<file path="src/hw/proc_defs.svh">
`ifndef PROC_DEFS_SVH
`define PROC_DEFS_SVH

// data path and instruction width
`define PROC_DATA_W 16
// architectural register count
`define PROC_NUM_REGS 8
// first fetch address after reset
`define PROC_RESET_PC 0
// access-phase wait cycles tolerated before err is raised
`define APB_TIMEOUT 15

`endif
</file>
<file path="src/hw/isaPkg.sv">
package isaPkg;

   // instruction bits 15 to 12 where unlisted codes are illegal
   typedef enum logic [3:0] {
      OP_ADD  = 4'd0,
      OP_SUB  = 4'd1,
      OP_AND  = 4'd2,
      OP_XOR  = 4'd3,
      OP_ADDI = 4'd4,
      OP_LI   = 4'd5,
      OP_LD   = 4'd6,
      OP_ST   = 4'd7,
      OP_BEQZ = 4'd8,
      OP_HALT = 4'd15
   } opcodeT;

   typedef logic [2:0] regIdxT;

   // low opcode bits of the register ops map straight onto this
   typedef enum logic [1:0] {
      ALU_ADD = 2'd0,
      ALU_SUB = 2'd1,
      ALU_AND = 2'd2,
      ALU_XOR = 2'd3
   } aluOpT;

   // register, imm6 and imm9 layouts of one instruction word
   typedef struct packed {
      opcodeT     op;
      regIdxT     rd;
      regIdxT     rs;
      regIdxT     rt;
      logic [2:0] unused;
   } rFormT;

   typedef struct packed {
      opcodeT     op;
      regIdxT     rd;
      regIdxT     rs;
      logic [5:0] imm6;
   } iFormT;

   typedef struct packed {
      opcodeT     op;
      regIdxT     rd;
      logic [8:0] imm9;
   } jFormT;

   typedef union packed {
      rFormT r;
      iFormT i;
      jFormT j;
   } instrT;

endpackage

</file>
<file path="src/hw/pipePkg.sv">
`include "proc_defs.svh"

package pipePkg;

   typedef struct packed {
      logic                    valid;
      logic [`PROC_DATA_W-1:0] pc;
      isaPkg::instrT           instr;
   } fdPayloadT;

   typedef struct packed {
      logic                    valid;
      isaPkg::opcodeT          opcode;
      isaPkg::aluOpT           aluOp;
      isaPkg::regIdxT          dest;
      logic                    regWe;
      logic                    memRd;
      logic                    memWr;
      logic                    branch;
      isaPkg::regIdxT          srcA;
      isaPkg::regIdxT          srcB;
      logic [`PROC_DATA_W-1:0] opA;
      logic [`PROC_DATA_W-1:0] opB;
      logic [`PROC_DATA_W-1:0] imm;
      logic [`PROC_DATA_W-1:0] pc;
   } dxPayloadT;

   // result holds the memory address for loads and stores
   typedef struct packed {
      logic                    valid;
      logic [`PROC_DATA_W-1:0] result;
      logic [`PROC_DATA_W-1:0] storeData;
      isaPkg::regIdxT          dest;
      logic                    regWe;
      logic                    memRd;
      logic                    memWr;
      logic                    halt;
   } xmPayloadT;

   typedef struct packed {
      logic                    valid;
      logic [`PROC_DATA_W-1:0] value;
      isaPkg::regIdxT          dest;
      logic                    regWe;
      logic                    halt;
   } mwPayloadT;

   typedef enum logic [1:0] {
      IDLE,
      SETUP,
      ACCESS
   } apbStateT;

endpackage

</file>
<file path="src/hw/proc.sv">
`timescale 1ns/1ps
`default_nettype none
`include "proc_defs.svh"

module proc (
   input  logic                    clk,
   input  logic                    arstN,
   output logic [`PROC_DATA_W-1:0] instrAddr,
   input  logic [`PROC_DATA_W-1:0] instr,
   output logic [`PROC_DATA_W-1:0] paddr,
   output logic                    psel,
   output logic                    penable,
   output logic                    pwrite,
   output logic [`PROC_DATA_W-1:0] pwdata,
   input  logic [`PROC_DATA_W-1:0] prdata,
   input  logic                    pready,
   output logic                    halted,
   output logic                    err
);

   pipePkg::fdPayloadT      fdD;
   pipePkg::fdPayloadT      fdQ;
   pipePkg::dxPayloadT      dxD;
   pipePkg::dxPayloadT      dxQ;
   pipePkg::xmPayloadT      xmD;
   pipePkg::xmPayloadT      xmQ;
   pipePkg::mwPayloadT      mwD;
   pipePkg::mwPayloadT      mwQ;
   logic                    memBusy;
   logic                    loadUse;
   logic                    branchTaken;
   logic [`PROC_DATA_W-1:0] branchTarget;
   logic                    illegal;
   logic                    illegalSeen;
   logic                    accessWait;
   logic                    timeout;

   fetch fetchStage (
      .clk(clk), .arstN(arstN),
      .stall(memBusy || loadUse),
      .branchTaken(branchTaken), .branchTarget(branchTarget),
      .haltSeen(mwQ.valid && mwQ.halt),
      .instrAddr(instrAddr), .instr(instr),
      .fdOut(fdD), .halted(halted)
   );

   pipeReg #(.payloadT(pipePkg::fdPayloadT)) fdReg (
      .clk(clk), .arstN(arstN), .hold(memBusy || loadUse), .flush(branchTaken),
      .d(fdD), .q(fdQ)
   );

   decode decodeStage (
      .clk(clk), .arstN(arstN), .hold(memBusy),
      .fdIn(fdQ), .mwIn(mwQ),
      .dxLoadDest(dxQ.dest), .dxLoadValid(dxQ.valid && dxQ.memRd),
      .dxOut(dxD), .loadUse(loadUse), .illegal(illegal)
   );

   // a load-use stall leaves a bubble behind the load
   pipeReg #(.payloadT(pipePkg::dxPayloadT)) dxReg (
      .clk(clk), .arstN(arstN), .hold(memBusy), .flush(branchTaken || loadUse),
      .d(dxD), .q(dxQ)
   );

   execute executeStage (
      .dxIn(dxQ), .xmFwd(xmQ), .mwFwd(mwQ),
      .xmOut(xmD), .branchTaken(branchTaken), .branchTarget(branchTarget)
   );

   pipeReg #(.payloadT(pipePkg::xmPayloadT)) xmReg (
      .clk(clk), .arstN(arstN), .hold(memBusy), .flush(1'b0),
      .d(xmD), .q(xmQ)
   );

   apbMaster memStage (
      .clk(clk), .arstN(arstN), .xmIn(xmQ),
      .paddr(paddr), .psel(psel), .penable(penable), .pwrite(pwrite), .pwdata(pwdata),
      .prdata(prdata), .pready(pready),
      .mwOut(mwD), .memBusy(memBusy), .accessWait(accessWait)
   );

   pipeReg #(.payloadT(pipePkg::mwPayloadT)) mwReg (
      .clk(clk), .arstN(arstN), .hold(memBusy), .flush(1'b0),
      .d(mwD), .q(mwQ)
   );

   apbTimeout apbTimer (
      .clk(clk), .arstN(arstN), .accessWait(accessWait), .timeout(timeout)
   );

   // set as the illegal instruction moves into execute, unless squashed
   always_ff @(posedge clk or negedge arstN) begin
      if (!arstN) begin
         illegalSeen <= 1'b0;
      end else if (illegal && !branchTaken) begin
         illegalSeen <= 1'b1;
      end
   end

   assign err = illegalSeen || timeout;

endmodule

`default_nettype wire

</file>
<file path="src/hw/apbTimeout.sv">
`timescale 1ns/1ps
`default_nettype none
`include "proc_defs.svh"

module apbTimeout (
   input  logic clk,
   input  logic arstN,
   input  logic accessWait,
   output logic timeout
);

   localparam int cntW = $clog2(`APB_TIMEOUT + 1);
   localparam logic [cntW-1:0] limit = cntW'(`APB_TIMEOUT - 1);

   logic [cntW-1:0] waitCnt;

   always_ff @(posedge clk or negedge arstN) begin
      if (!arstN) begin
         waitCnt <= '0;
         timeout <= 1'b0;
      end else begin
         // counts consecutive waits only and saturates at the limit
         if (!accessWait) begin
            waitCnt <= '0;
         end else if (waitCnt != limit) begin
            waitCnt <= waitCnt + 1'b1;
         end
         if (accessWait && waitCnt == limit) begin
            timeout <= 1'b1;
         end
      end
   end

endmodule

`default_nettype wire

</file>
<file path="src/hw/apbMaster.sv">
`timescale 1ns/1ps
`default_nettype none
`include "proc_defs.svh"

module apbMaster (
   input  logic                    clk,
   input  logic                    arstN,
   input  pipePkg::xmPayloadT      xmIn,
   output logic [`PROC_DATA_W-1:0] paddr,
   output logic                    psel,
   output logic                    penable,
   output logic                    pwrite,
   output logic [`PROC_DATA_W-1:0] pwdata,
   input  logic [`PROC_DATA_W-1:0] prdata,
   input  logic                    pready,
   output pipePkg::mwPayloadT      mwOut,
   output logic                    memBusy,
   output logic                    accessWait
);

   pipePkg::apbStateT state;
   logic              memOp;
   logic              start;

   assign memOp = xmIn.valid && (xmIn.memRd || xmIn.memWr);
   assign start = (state == pipePkg::IDLE) && memOp;

   always_ff @(posedge clk or negedge arstN) begin
      if (!arstN) begin
         state <= pipePkg::IDLE;
      end else begin
         case (state)
            pipePkg::IDLE:   state <= memOp ? pipePkg::SETUP : pipePkg::IDLE;
            pipePkg::SETUP:  state <= pipePkg::ACCESS;
            pipePkg::ACCESS: state <= pready ? pipePkg::IDLE : pipePkg::ACCESS;
            default:         state <= pipePkg::IDLE;
         endcase
      end
   end

   // request fields are captured once and stay put until the transfer ends
   always_ff @(posedge clk) begin
      if (start) begin
         paddr  <= xmIn.result;
         pwrite <= xmIn.memWr;
         pwdata <= xmIn.storeData;
      end
   end

   assign psel       = state != pipePkg::IDLE;
   assign penable    = state == pipePkg::ACCESS;
   assign accessWait = (state == pipePkg::ACCESS) && !pready;
   // low in the completing cycle so the result moves on
   assign memBusy    = start || (state == pipePkg::SETUP) || accessWait;

   always_comb begin
      mwOut.valid = xmIn.valid;
      mwOut.value = xmIn.memRd ? prdata : xmIn.result;
      mwOut.dest  = xmIn.dest;
      mwOut.regWe = xmIn.regWe;
      mwOut.halt  = xmIn.halt;
   end

endmodule

`default_nettype wire

</file>
<file path="src/hw/execute.sv">
`timescale 1ns/1ps
`default_nettype none
`include "proc_defs.svh"

module execute (
   input  pipePkg::dxPayloadT      dxIn,
   input  pipePkg::xmPayloadT      xmFwd,
   input  pipePkg::mwPayloadT      mwFwd,
   output pipePkg::xmPayloadT      xmOut,
   output logic                    branchTaken,
   output logic [`PROC_DATA_W-1:0] branchTarget
);

   localparam int W = `PROC_DATA_W;

   logic [W-1:0] opA;
   logic [W-1:0] opB;
   logic [W-1:0] aluB;
   logic [W-1:0] aluRes;
   logic         useImm;
   logic         isHalt;

   // youngest producer first and a load's address is never forwarded
   function automatic logic [W-1:0] fwd(isaPkg::regIdxT idx, logic [W-1:0] regVal);
      if (xmFwd.valid && xmFwd.regWe && !xmFwd.memRd && xmFwd.dest == idx) begin
         return xmFwd.result;
      end else if (mwFwd.valid && mwFwd.regWe && mwFwd.dest == idx) begin
         return mwFwd.value;
      end
      return regVal;
   endfunction

   assign opA    = fwd(dxIn.srcA, dxIn.opA);
   assign opB    = fwd(dxIn.srcB, dxIn.opB);
   assign useImm = dxIn.opcode inside {isaPkg::OP_ADDI, isaPkg::OP_LD, isaPkg::OP_ST};
   assign aluB   = useImm ? dxIn.imm : opB;
   assign isHalt = dxIn.opcode == isaPkg::OP_HALT;

   always_comb begin
      case (dxIn.aluOp)
         isaPkg::ALU_SUB: aluRes = opA - aluB;
         isaPkg::ALU_AND: aluRes = opA & aluB;
         isaPkg::ALU_XOR: aluRes = opA ^ aluB;
         default:         aluRes = opA + aluB;
      endcase
   end

   always_comb begin
      xmOut.valid     = dxIn.valid;
      xmOut.result    = (dxIn.opcode == isaPkg::OP_LI) ? dxIn.imm : aluRes;
      xmOut.storeData = opB;
      xmOut.dest      = dxIn.dest;
      xmOut.regWe     = dxIn.regWe;
      xmOut.memRd     = dxIn.memRd;
      xmOut.memWr     = dxIn.memWr;
      xmOut.halt      = isHalt;
   end

   // HALT also squashes the younger instructions and refetches itself
   assign branchTaken  = dxIn.valid && ((dxIn.branch && opB == '0) || isHalt);
   assign branchTarget = isHalt ? dxIn.pc : dxIn.pc + 1'b1 + dxIn.imm;

endmodule

`default_nettype wire

</file>
<file path="src/hw/decode.sv">
`timescale 1ns/1ps
`default_nettype none
`include "proc_defs.svh"

module decode (
   input  logic               clk,
   input  logic               arstN,
   input  logic               hold,
   input  pipePkg::fdPayloadT fdIn,
   input  pipePkg::mwPayloadT mwIn,
   input  isaPkg::regIdxT     dxLoadDest,
   input  logic               dxLoadValid,
   output pipePkg::dxPayloadT dxOut,
   output logic               loadUse,
   output logic               illegal
);

   localparam int W = `PROC_DATA_W;

   logic [W-1:0]   regs [`PROC_NUM_REGS];
   isaPkg::opcodeT op;
   isaPkg::aluOpT  aluOp;
   isaPkg::regIdxT srcA;
   isaPkg::regIdxT srcB;
   logic [W-1:0]   imm;
   logic           regWe;
   logic           memRd;
   logic           memWr;
   logic           branch;
   logic           useA;
   logic           useB;
   logic           badOp;

   // a read of the register being written back sees the new value
   function automatic logic [W-1:0] readReg(isaPkg::regIdxT idx);
      if (mwIn.valid && mwIn.regWe && mwIn.dest == idx) begin
         return mwIn.value;
      end
      return regs[idx];
   endfunction

   assign op   = fdIn.instr.r.op;
   assign srcA = fdIn.instr.r.rs;

   always_comb begin
      regWe  = 1'b0;
      memRd  = 1'b0;
      memWr  = 1'b0;
      branch = 1'b0;
      useA   = 1'b0;
      useB   = 1'b0;
      badOp  = 1'b0;
      aluOp  = isaPkg::ALU_ADD;
      srcB   = fdIn.instr.r.rt;
      imm    = {{(W - 6){fdIn.instr.i.imm6[5]}}, fdIn.instr.i.imm6};
      case (op)
         isaPkg::OP_ADD, isaPkg::OP_SUB, isaPkg::OP_AND, isaPkg::OP_XOR: begin
            regWe = 1'b1;
            useA  = 1'b1;
            useB  = 1'b1;
            aluOp = isaPkg::aluOpT'(op[1:0]);
         end
         isaPkg::OP_ADDI: begin
            regWe = 1'b1;
            useA  = 1'b1;
         end
         isaPkg::OP_LI: begin
            regWe = 1'b1;
            imm   = {{(W - 9){fdIn.instr.j.imm9[8]}}, fdIn.instr.j.imm9};
         end
         isaPkg::OP_LD: begin
            regWe = 1'b1;
            memRd = 1'b1;
            useA  = 1'b1;
         end
         isaPkg::OP_ST: begin
            memWr = 1'b1;
            useA  = 1'b1;
            useB  = 1'b1;
            srcB  = fdIn.instr.r.rd;
         end
         isaPkg::OP_BEQZ: begin
            branch = 1'b1;
            useB   = 1'b1;
            srcB   = fdIn.instr.r.rd;
            imm    = {{(W - 9){fdIn.instr.j.imm9[8]}}, fdIn.instr.j.imm9};
         end
         isaPkg::OP_HALT: begin
         end
         // illegal codes flow on as a no-op
         default: badOp = 1'b1;
      endcase
   end

   always_comb begin
      dxOut.valid  = fdIn.valid;
      dxOut.opcode = op;
      dxOut.aluOp  = aluOp;
      dxOut.dest   = fdIn.instr.r.rd;
      dxOut.regWe  = regWe;
      dxOut.memRd  = memRd;
      dxOut.memWr  = memWr;
      dxOut.branch = branch;
      dxOut.srcA   = srcA;
      dxOut.srcB   = srcB;
      dxOut.opA    = readReg(srcA);
      dxOut.opB    = readReg(srcB);
      dxOut.imm    = imm;
      dxOut.pc     = fdIn.pc;
   end

   always_ff @(posedge clk or negedge arstN) begin
      if (!arstN) begin
         for (int i = 0; i < `PROC_NUM_REGS; i++) begin
            regs[i] <= '0;
         end
      end else if (mwIn.valid && mwIn.regWe) begin
         regs[mwIn.dest] <= mwIn.value;
      end
   end

   // load in execute feeding a source used here
   assign loadUse = fdIn.valid && dxLoadValid &&
                    ((useA && srcA == dxLoadDest) || (useB && srcB == dxLoadDest));

   assign illegal = fdIn.valid && badOp && !hold;

endmodule

`default_nettype wire

</file>
<file path="src/hw/fetch.sv">
`timescale 1ns/1ps
`default_nettype none
`include "proc_defs.svh"

module fetch (
   input  logic                    clk,
   input  logic                    arstN,
   input  logic                    stall,
   input  logic                    branchTaken,
   input  logic [`PROC_DATA_W-1:0] branchTarget,
   input  logic                    haltSeen,
   output logic [`PROC_DATA_W-1:0] instrAddr,
   input  logic [`PROC_DATA_W-1:0] instr,
   output pipePkg::fdPayloadT      fdOut,
   output logic                    halted
);

   localparam int W = `PROC_DATA_W;

   logic [W-1:0] pc;

   always_ff @(posedge clk or negedge arstN) begin
      if (!arstN) begin
         pc     <= W'(`PROC_RESET_PC);
         halted <= 1'b0;
      end else begin
         if (haltSeen) begin
            halted <= 1'b1;
         end
         // a redirect waits while the pipeline is frozen
         if (!halted && !haltSeen && !stall) begin
            pc <= branchTaken ? branchTarget : pc + 1'b1;
         end
      end
   end

   assign instrAddr   = pc;
   assign fdOut.valid = !halted;
   assign fdOut.pc    = pc;
   assign fdOut.instr = instr;

endmodule

`default_nettype wire

</file>
<file path="src/hw/pipeReg.sv">
`timescale 1ns/1ps
`default_nettype none

module pipeReg #(
   parameter type payloadT = logic
) (
   input  logic    clk,
   input  logic    arstN,
   input  logic    hold,
   input  logic    flush,
   input  payloadT d,
   output payloadT q
);

   // hold wins over flush so a frozen stage keeps its instruction
   always_ff @(posedge clk or negedge arstN) begin
      if (!arstN) begin
         q <= '0;
      end else if (!hold) begin
         // an all-zero payload is a bubble with valid low
         q <= flush ? payloadT'('0) : d;
      end
   end

endmodule

`default_nettype wire

</file>
<file path="config.mk">
export PLATFORM = sky130hd
export DESIGN_NAME = proc
export DESIGN_NICKNAME = d
export VERILOG_FILES = /design/src/hw/isaPkg.sv /design/src/hw/pipePkg.sv /design/src/hw/proc.sv /design/src/hw/apbTimeout.sv /design/src/hw/apbMaster.sv /design/src/hw/execute.sv /design/src/hw/decode.sv /design/src/hw/fetch.sv /design/src/hw/pipeReg.sv
export VERILOG_INCLUDE_DIRS = /design/src /design/src/hw
export SDC_FILE = /design/constraint.sdc
export NUM_CORES = 1
export LEC_CHECK = 0
export BUFFER_PORTS_ARGS = -buffer_cell sky130_fd_sc_hd__buf_2
export CAP_MARGIN = 20
export CORE_UTILIZATION = 60
export CTS_CLUSTER_DIAMETER = 60
export CTS_CLUSTER_SIZE = 25
export DETAILED_ROUTE_END_ITERATION = 7
export MAX_ROUTING_LAYER = met4
export PLACE_DENSITY = 0.78
export SYNTH_ARGS = -nofsm -noshare
export SYNTH_HDL_FRONTEND = slang
export SYNTH_SLANG_ARGS = --single-unit
</file>
<file path="constraint.sdc">
create_clock -name clk -period 7.96 [get_ports clk]
set_input_delay 0.398 -clock clk [delete_from_list [all_inputs] [get_ports clk]]
set_output_delay 0.398 -clock clk [all_outputs]
set_load 0.02 [all_outputs]
</file>
# After elaboration in Yosys (flattened, before gate mapping)
# Index checks and enable logic that the tools add are counted.
[word_totals] inputBits=35 elab_cells=194 ff_bits=365 mem_count=0 out_inout_bits=53 ramBits=0 latch_bits=0 mem_bits_ro=0
[op_classes] add_sub_neg=6 eq_ne=30 div=0 n_shift=0 n_lt_le_gt_ge=4 n_bitwise=5 n_mul=0 reduce_logical=54 n_mux=48
[op_table] operator="2-to-1 mux 16 bit" count=21
[op_table] operator="bitwise mux 128 bit" count=1
[op_table] operator="binary-select mux 16 bit (select 3 bit)" count=2
[op_table] operator="2-to-1 mux 84 bit" count=1
[op_table] operator="demux 16 bit (select 3 bit)" count=1
[op_table] operator="case mux 16 bit (3 select lines)" count=1
[op_table] operator="2-to-1 mux 33 bit" count=1
[op_table] operator="adder 16 x 1 -> 16 bit (second input constant)" count=2
[op_table] operator="adder 16 bit" count=2
[op_table] operator="== test 4 x 3 -> 1 bit (second input constant)" count=8
[op_table] operator="logical AND 1 bit" count=27
[op_table] operator="== test 3 bit" count=8
[op_table] operator="AND 16 bit" count=1
[op_table] operator="== test 4 bit (second input constant)" count=4
[op_table] operator="logical NOT 16 bit" count=1
[op_table] operator="subtractor 16 bit" count=1
[op_table] operator="bitwise XOR 16 bit" count=1
[op_table] operator="2-to-1 mux 1 bit" count=14
[op_table] operator="OR reduction 7 bit" count=2
[op_table] operator="greater-or-equal comparator 4 bit (second input constant)" count=3
[op_table] operator="inverter 3 -> 4 bit" count=3
[op_table] operator="OR reduction 10 bit" count=1
[op_table] operator="== test 4 x 2 -> 1 bit (second input constant)" count=2
[op_table] operator="logical OR 1 bit" count=8
[op_table] operator="other kinds (19)" count=31

# Depth between registers and ports, before layout
[logic_depth] ltp_word=11 ltp_mapped=24 ltp_nobuf=20

# Modules after synthesis
# From an unflattened synthesis, not the netlist that was laid out.
[hier_totals] cells_unflattened=2269 area_unflattened_um2=22495.3
[by_module_without_submodules] module="decode" n_inst=1 cells_each=700 area_per_inst_um2=8114.0 seq_area_each_um2=3203.1
[by_module_without_submodules] module="execute" n_inst=1 cells_each=542 area_per_inst_um2=3847.4 seq_area_each_um2=0.0
[by_module_without_submodules] module="pipeReg at dxReg" n_inst=1 cells_each=362 area_per_inst_um2=3517.1 seq_area_each_um2=2102.0
[by_module_without_submodules] module="pipeReg at xmReg" n_inst=1 cells_each=172 area_per_inst_um2=1676.6 seq_area_each_um2=1001.0
[by_module_without_submodules] module="pipeReg at fdReg" n_inst=1 cells_each=141 area_per_inst_um2=1395.1 seq_area_each_um2=825.8
[by_module_without_submodules] module="apbMaster" n_inst=1 cells_each=69 area_per_inst_um2=1386.3 seq_area_each_um2=1041.0
[by_module_without_submodules] module="fetch" n_inst=1 cells_each=157 area_per_inst_um2=1285.0 seq_area_each_um2=425.4
[by_module_without_submodules] module="pipeReg at mwReg" n_inst=1 cells_each=94 area_per_inst_um2=949.7 seq_area_each_um2=550.5
[by_module_without_submodules] module="apbTimeout" n_inst=1 cells_each=23 area_per_inst_um2=252.7 seq_area_each_um2=125.1
[by_module_without_submodules] module="proc" n_inst=1 cells_each=9 area_per_inst_um2=71.3 seq_area_each_um2=25.0

# Least setup slack after synthesis
# No wires, ideal clock.
[synth_path] path_type="reg2reg" from="reg dxReg.q[65] (netlist bit)" to="reg xmReg.q[38] (netlist bit)" required_ps=7829 setup_time_ps=131 n_path_buf=3 synth_period_minus_slack_ps=5029 arrival_time_ps=4898 path_stages_with_launch=24 slack_ps=2931 path_cell_list="dfrtp_1 > xor2_1 > or4_1 > buf_6 > buf_8 > clkbuf_1 > a21oi_1 > a211o_1 > ha_1 > nand2_1 > or2_2 > nor2_1 > a21oi_1 > xnor2_1 > ha_1 > inv_1 > o31ai_1 > a22o_1 > a21oi_1 > a211oi_1 > nor3_1 > and4_1 > a2111oi_2 > nand2_1"
[synth_between] elab_chain_cells=9 word_cells_on_any_way=15 classes_between="add/sub (2); eq/ne (2); mux (7); bitwise (2); reduce/logical (2)"
[synth_lines] element="from (decl)" line="pipeReg.sv:12" text="output payloadT q"
[synth_lines] element="from (signal assigned)" line="pipeReg.sv:21" text="q <= flush ? payloadT'('0) : d;"
[synth_lines] element="== test 3 bit" line="execute.sv:27" text="end else if (mwFwd.valid && mwFwd.regWe && mwFwd.dest == idx) begin"
[synth_lines] element="logical AND 1 bit" line="execute.sv:27"
[synth_lines] element="2-to-1 mux 1 bit" line="execute.sv:27"
[synth_lines] element="2-to-1 mux 1 bit" line="execute.sv:25" text="if (xmFwd.valid && xmFwd.regWe && !xmFwd.memRd && xmFwd.dest == idx) begin"
[synth_lines] element="2-to-1 mux 16 bit (*)" line="execute.sv:30" text="return regVal;"
[synth_lines] element="2-to-1 mux 16 bit (*)" line="execute.sv:36" text="assign aluB = useImm ? dxIn.imm : opB;"
[synth_lines] element="adder 16 bit, or another cell as far along" line="execute.sv:44" text="default: aluRes = opA + aluB;"
[synth_lines] element="case mux 16 bit (3 select lines) (*)" line="execute.sv:40" text="case (dxIn.aluOp)"
[synth_lines] element="2-to-1 mux 16 bit (*)" line="execute.sv:50" text="xmOut.result = (dxIn.opcode == isaPkg::OP_LI) ? dxIn.imm : aluRes;"
[synth_lines] element="to (signal assigned)" line="pipeReg.sv:21"
[synth_lines] element="to (decl)" line="pipeReg.sv:12"
# Mark *: on every way between the ends. The rest lies on a longest branch, timed or not.
# A chain may end at the register's enable or synchronous reset.

# Worst setup path in the final report
# Ends and elaborated chain as after synthesis.

==> results.py <==
metrics = {
    "clock_tree": {
        "cts_tree": "done",
        "cts_sinks": 358,
        "clk_pin_slew_worst_paths_ns": 0.09,
        "clockBufferDepth": 3,
        "htree_levels": 1,
        "cts-root-buf": "clkbuf_16",
        "cts_inserted_buffers": 28,
        "cts_hold_buf": 1,
        "post_cts_buffers": 0,
        "cts_resized": 0,
        "clock_latency_ns": 0.59,
    },
    "place": {
        "placedCellCount": 2349,
        "place_congestion": 0.984,
        "portBuffers": 87,
        "dp_hpwl_um": 37100,
        "place_area_mm2": 0.0208,
    },
    "synth": {
        "synth_edf_count": 33,
        "synth_nets": 2009,
        "async_reset_ff_share_pct": 90.8,
        "yosys_warnings": 0,
        "syn_inst": 1921,
        "synth.largest_area_cell": "dfrtp_1",
        "synth_area_mm2": 0.0200,
        "ys.flop_type": "dfrtp_1",
        "ys_seq_area_share_pct": 45.7,
        "yosys.cell_types.count": 71,
        "yosys.area.top_type_share_pct": 40.7,
        "synth_area_leaders": "dfrtp_1 (41%), mux2_2 (9.3%), mux2i_1 (5.2%), edfxtp_1 (5.0%), nand2_1 (4.2%)",
        "avgSynthCellArea_um2": 10.4,
        "synth-seq-cells": 358,
    },
    "drt": {
        "drtAntennaViolNets": 0,
        "totalWireLength_um": 54800,
        "drt_first_pass_iters": 6,
        "drt_iter0_drc": 1654,
        "vias": 15500,
        "drc": 0,
        "vias_per_cell": 6.46,
        "routedWlPerCell_um": 22.8,
    },
    "worst_setup_path": {
        "r2r_slack_ns": 2.01,
        "crit_start": "dxReg.q[65]",
        "timing.rr.end": "xmReg.q[38]",
        "rr_startpoint": "dxReg.q[65]",
        "endpoint": "xmReg.q[38]",
        "critPathKind": "reg -> reg",
        "arrival_ns": 6.41,
        "r2r_cells": 18,
        "cp.required_ns": 8.41,
        "cp-end-kind": "flop",
        "startpoint_type": "flop",
        "cp_max_fo": 22,
    },
    "flow_run": {
        "drv_cap": 0,
    },
    "min_path": {
        "hp-start": "instr[1]",
        "hp-class": "in -> reg",
    },
    "timing": {
        "max-slew-margin-rel_pct": 26.8,
        "clock-skew-final_ns": 0.0185,
        "rsz0062_at_grt": "false",
        "setup_viol": 0,
        "tns_ns": 0,
        "timing.final.hold_violations": 0,
        "fmaxAchievable_mhz": 168,
        "drv_slew": 0,
        "worst_pin_slew_ns": 1.10,
        "fin_crit_sh_pct": 74.8,
        "fin_crit_ns": 5.95,
    },
    "cells_and_area": {
        "final_cells": 2403,
        "final_nets": 2027,
        "drive_above_1_share_pct": 20.7,
        "fillerInstances": 2486,
        "final_common_cell": "dfrtp_1",
        "area_growth_pct": 9.16,
        "layout_common_cells": "dfrtp_1 (324), nand2_1 (221), mux2_2 (165)",
        "final_area_mm2": 0.0218,
    },
    "global_routing": {
        "grt_pass1_wl_um": 86300,
        "grt_max_degree": 121,
        "antenna_found_initial": 1,
        "grt-ovfl-total": 0,
        "grt_pass1_vias": 15200,
        "grt_use_total_pct": 33.9,
    },
    "floorplanning": {
        "die_y_um": 184,
        "core_area_mm2": 0.0326,
        "io-pin-count": 88,
        "start_util_pct": 61.2,
        "dieArea_mm2": 0.0340,
        "die_w_um": 184,
        "fp-row-count": 66,
    },
    "outcome": {
        "status": "finished clean",
    },
}
## cells in the mapped netlist, types with 9 or more instances
library cell  count
a211oi_1         15
a21oi_1         103
a221oi_1          9
a22o_1           60
a31oi_1          14
and2_1            9
and3_1           10
buf_1            17
clkbuf_1        113
dfrtp_1         325
edfxtp_1         33
ha_1             51
inv_1            35
mux2_2          165
mux2i_1         104
mux4_2           32
nand2_1         221
nand2b_1         13
nand3_1          19
nand4_1           9
nor2_1          128
nor3_1           24
nor4_1           14
o211ai_1         42
o21ai_0         158
o31ai_1          11
or2_2             9
or4_1             9
xnor2_1          34
xor2_1           32
## stage by stage
| stage | util, % | setup slack [ns] | hold WS [ns] |
|---|---|---|---|
| after floorplan | - | 2.93 | 0.102 |
| after global placement | 63.7 | 2.29 | 0.430 |
| after detailed placement | 63.7 | 2.16 | 0.430 |
| after CTS | 66.8 | 2.08 | 0.0103 |
| after global routing | 66.8 | 1.66 | 0.0197 |
| final | 66.8 | 2.01 | 0.0218 |
## registers in the layout (all words and copies together), names as in the netlist
signal	cells
decodeStage.regs	128
dxReg.q	77
xmReg.q	40
fdReg.q	33
mwReg.q	22
fetchStage.instrAddr	16
memStage.paddr	16
memStage.pwdata	16
apbTimer.waitCnt	4
memStage.state	2
apbTimer.timeout	1
fetchStage.halted	1
illegalSeen	1
memStage.pwrite	1
## worst min path at each step
stage / end / slack, ns / cells past startpoint
floorplan: apbTimer.timeout / 0.10 / 0
global placement: memStage.pwdata[12] / 0.43 / 0
detailed placement: memStage.pwdata[2] / 0.43 / 0
CTS: fdReg.q[5] / 0.01 / 2
global route: fdReg.q[5] / 0.02 / 2
finish: fdReg.q[1] / 0.02 / 2
## critical path, cell delays in order, from the launching register on
cell and delay [ns]:
dfrtp_1 0.46, xor2_1 0.21, or4_1 0.95, mux2_2 0.48
a31oi_1 0.39, nand3_1 0.22, or2_2 0.38, o31ai_1 0.27
xor2_1 0.13, ha_1 0.37, a21oi_1 0.12, o31ai_1 0.38
a22o_1 0.22, a21oi_1 0.08, a211oi_1 0.45, nor3_1 0.10
and4_1 0.22, a2111oi_2 0.30, nand2_1 0.09
## cell type report
class	instances	area, um^2	share of cell area, %
Timing Repair Buffer	125	733	3.36
Clock buffer	30	718	3.30
Antenna cell	1	2.50	0.0115
Clock inverter	21	268	1.23
Tap cell	442	553	2.54
Multi-Input combinational cell	1391	10300	47.1
Sequential cell	358	9130	41.9
Inverter	35	131	0.603
## logic make-up after synthesis
logic type / synth area share (%)
buffers and inverters: 3.37
flip-flops: 45.7
AND/OR/NAND/NOR: 11.2
AO/OA/AOI/OAI: 15.3
multiplexers: 18.1
XOR/XNOR: 2.90
adder cells (fa/ha/maj): 3.40
## routing by layer
layer,vias up,GRT usage [%],part of all wire [%]
met5,-,-,0
met4,0,12.5,3.8
met3,145,3.77,6.5
met2,618,52.9,47
met1,7725,45.9,43
li1,7038,-,-
Power is not shown: default switching activity piles up to over one toggle a cycle in this logic, so the estimate is an artifact.
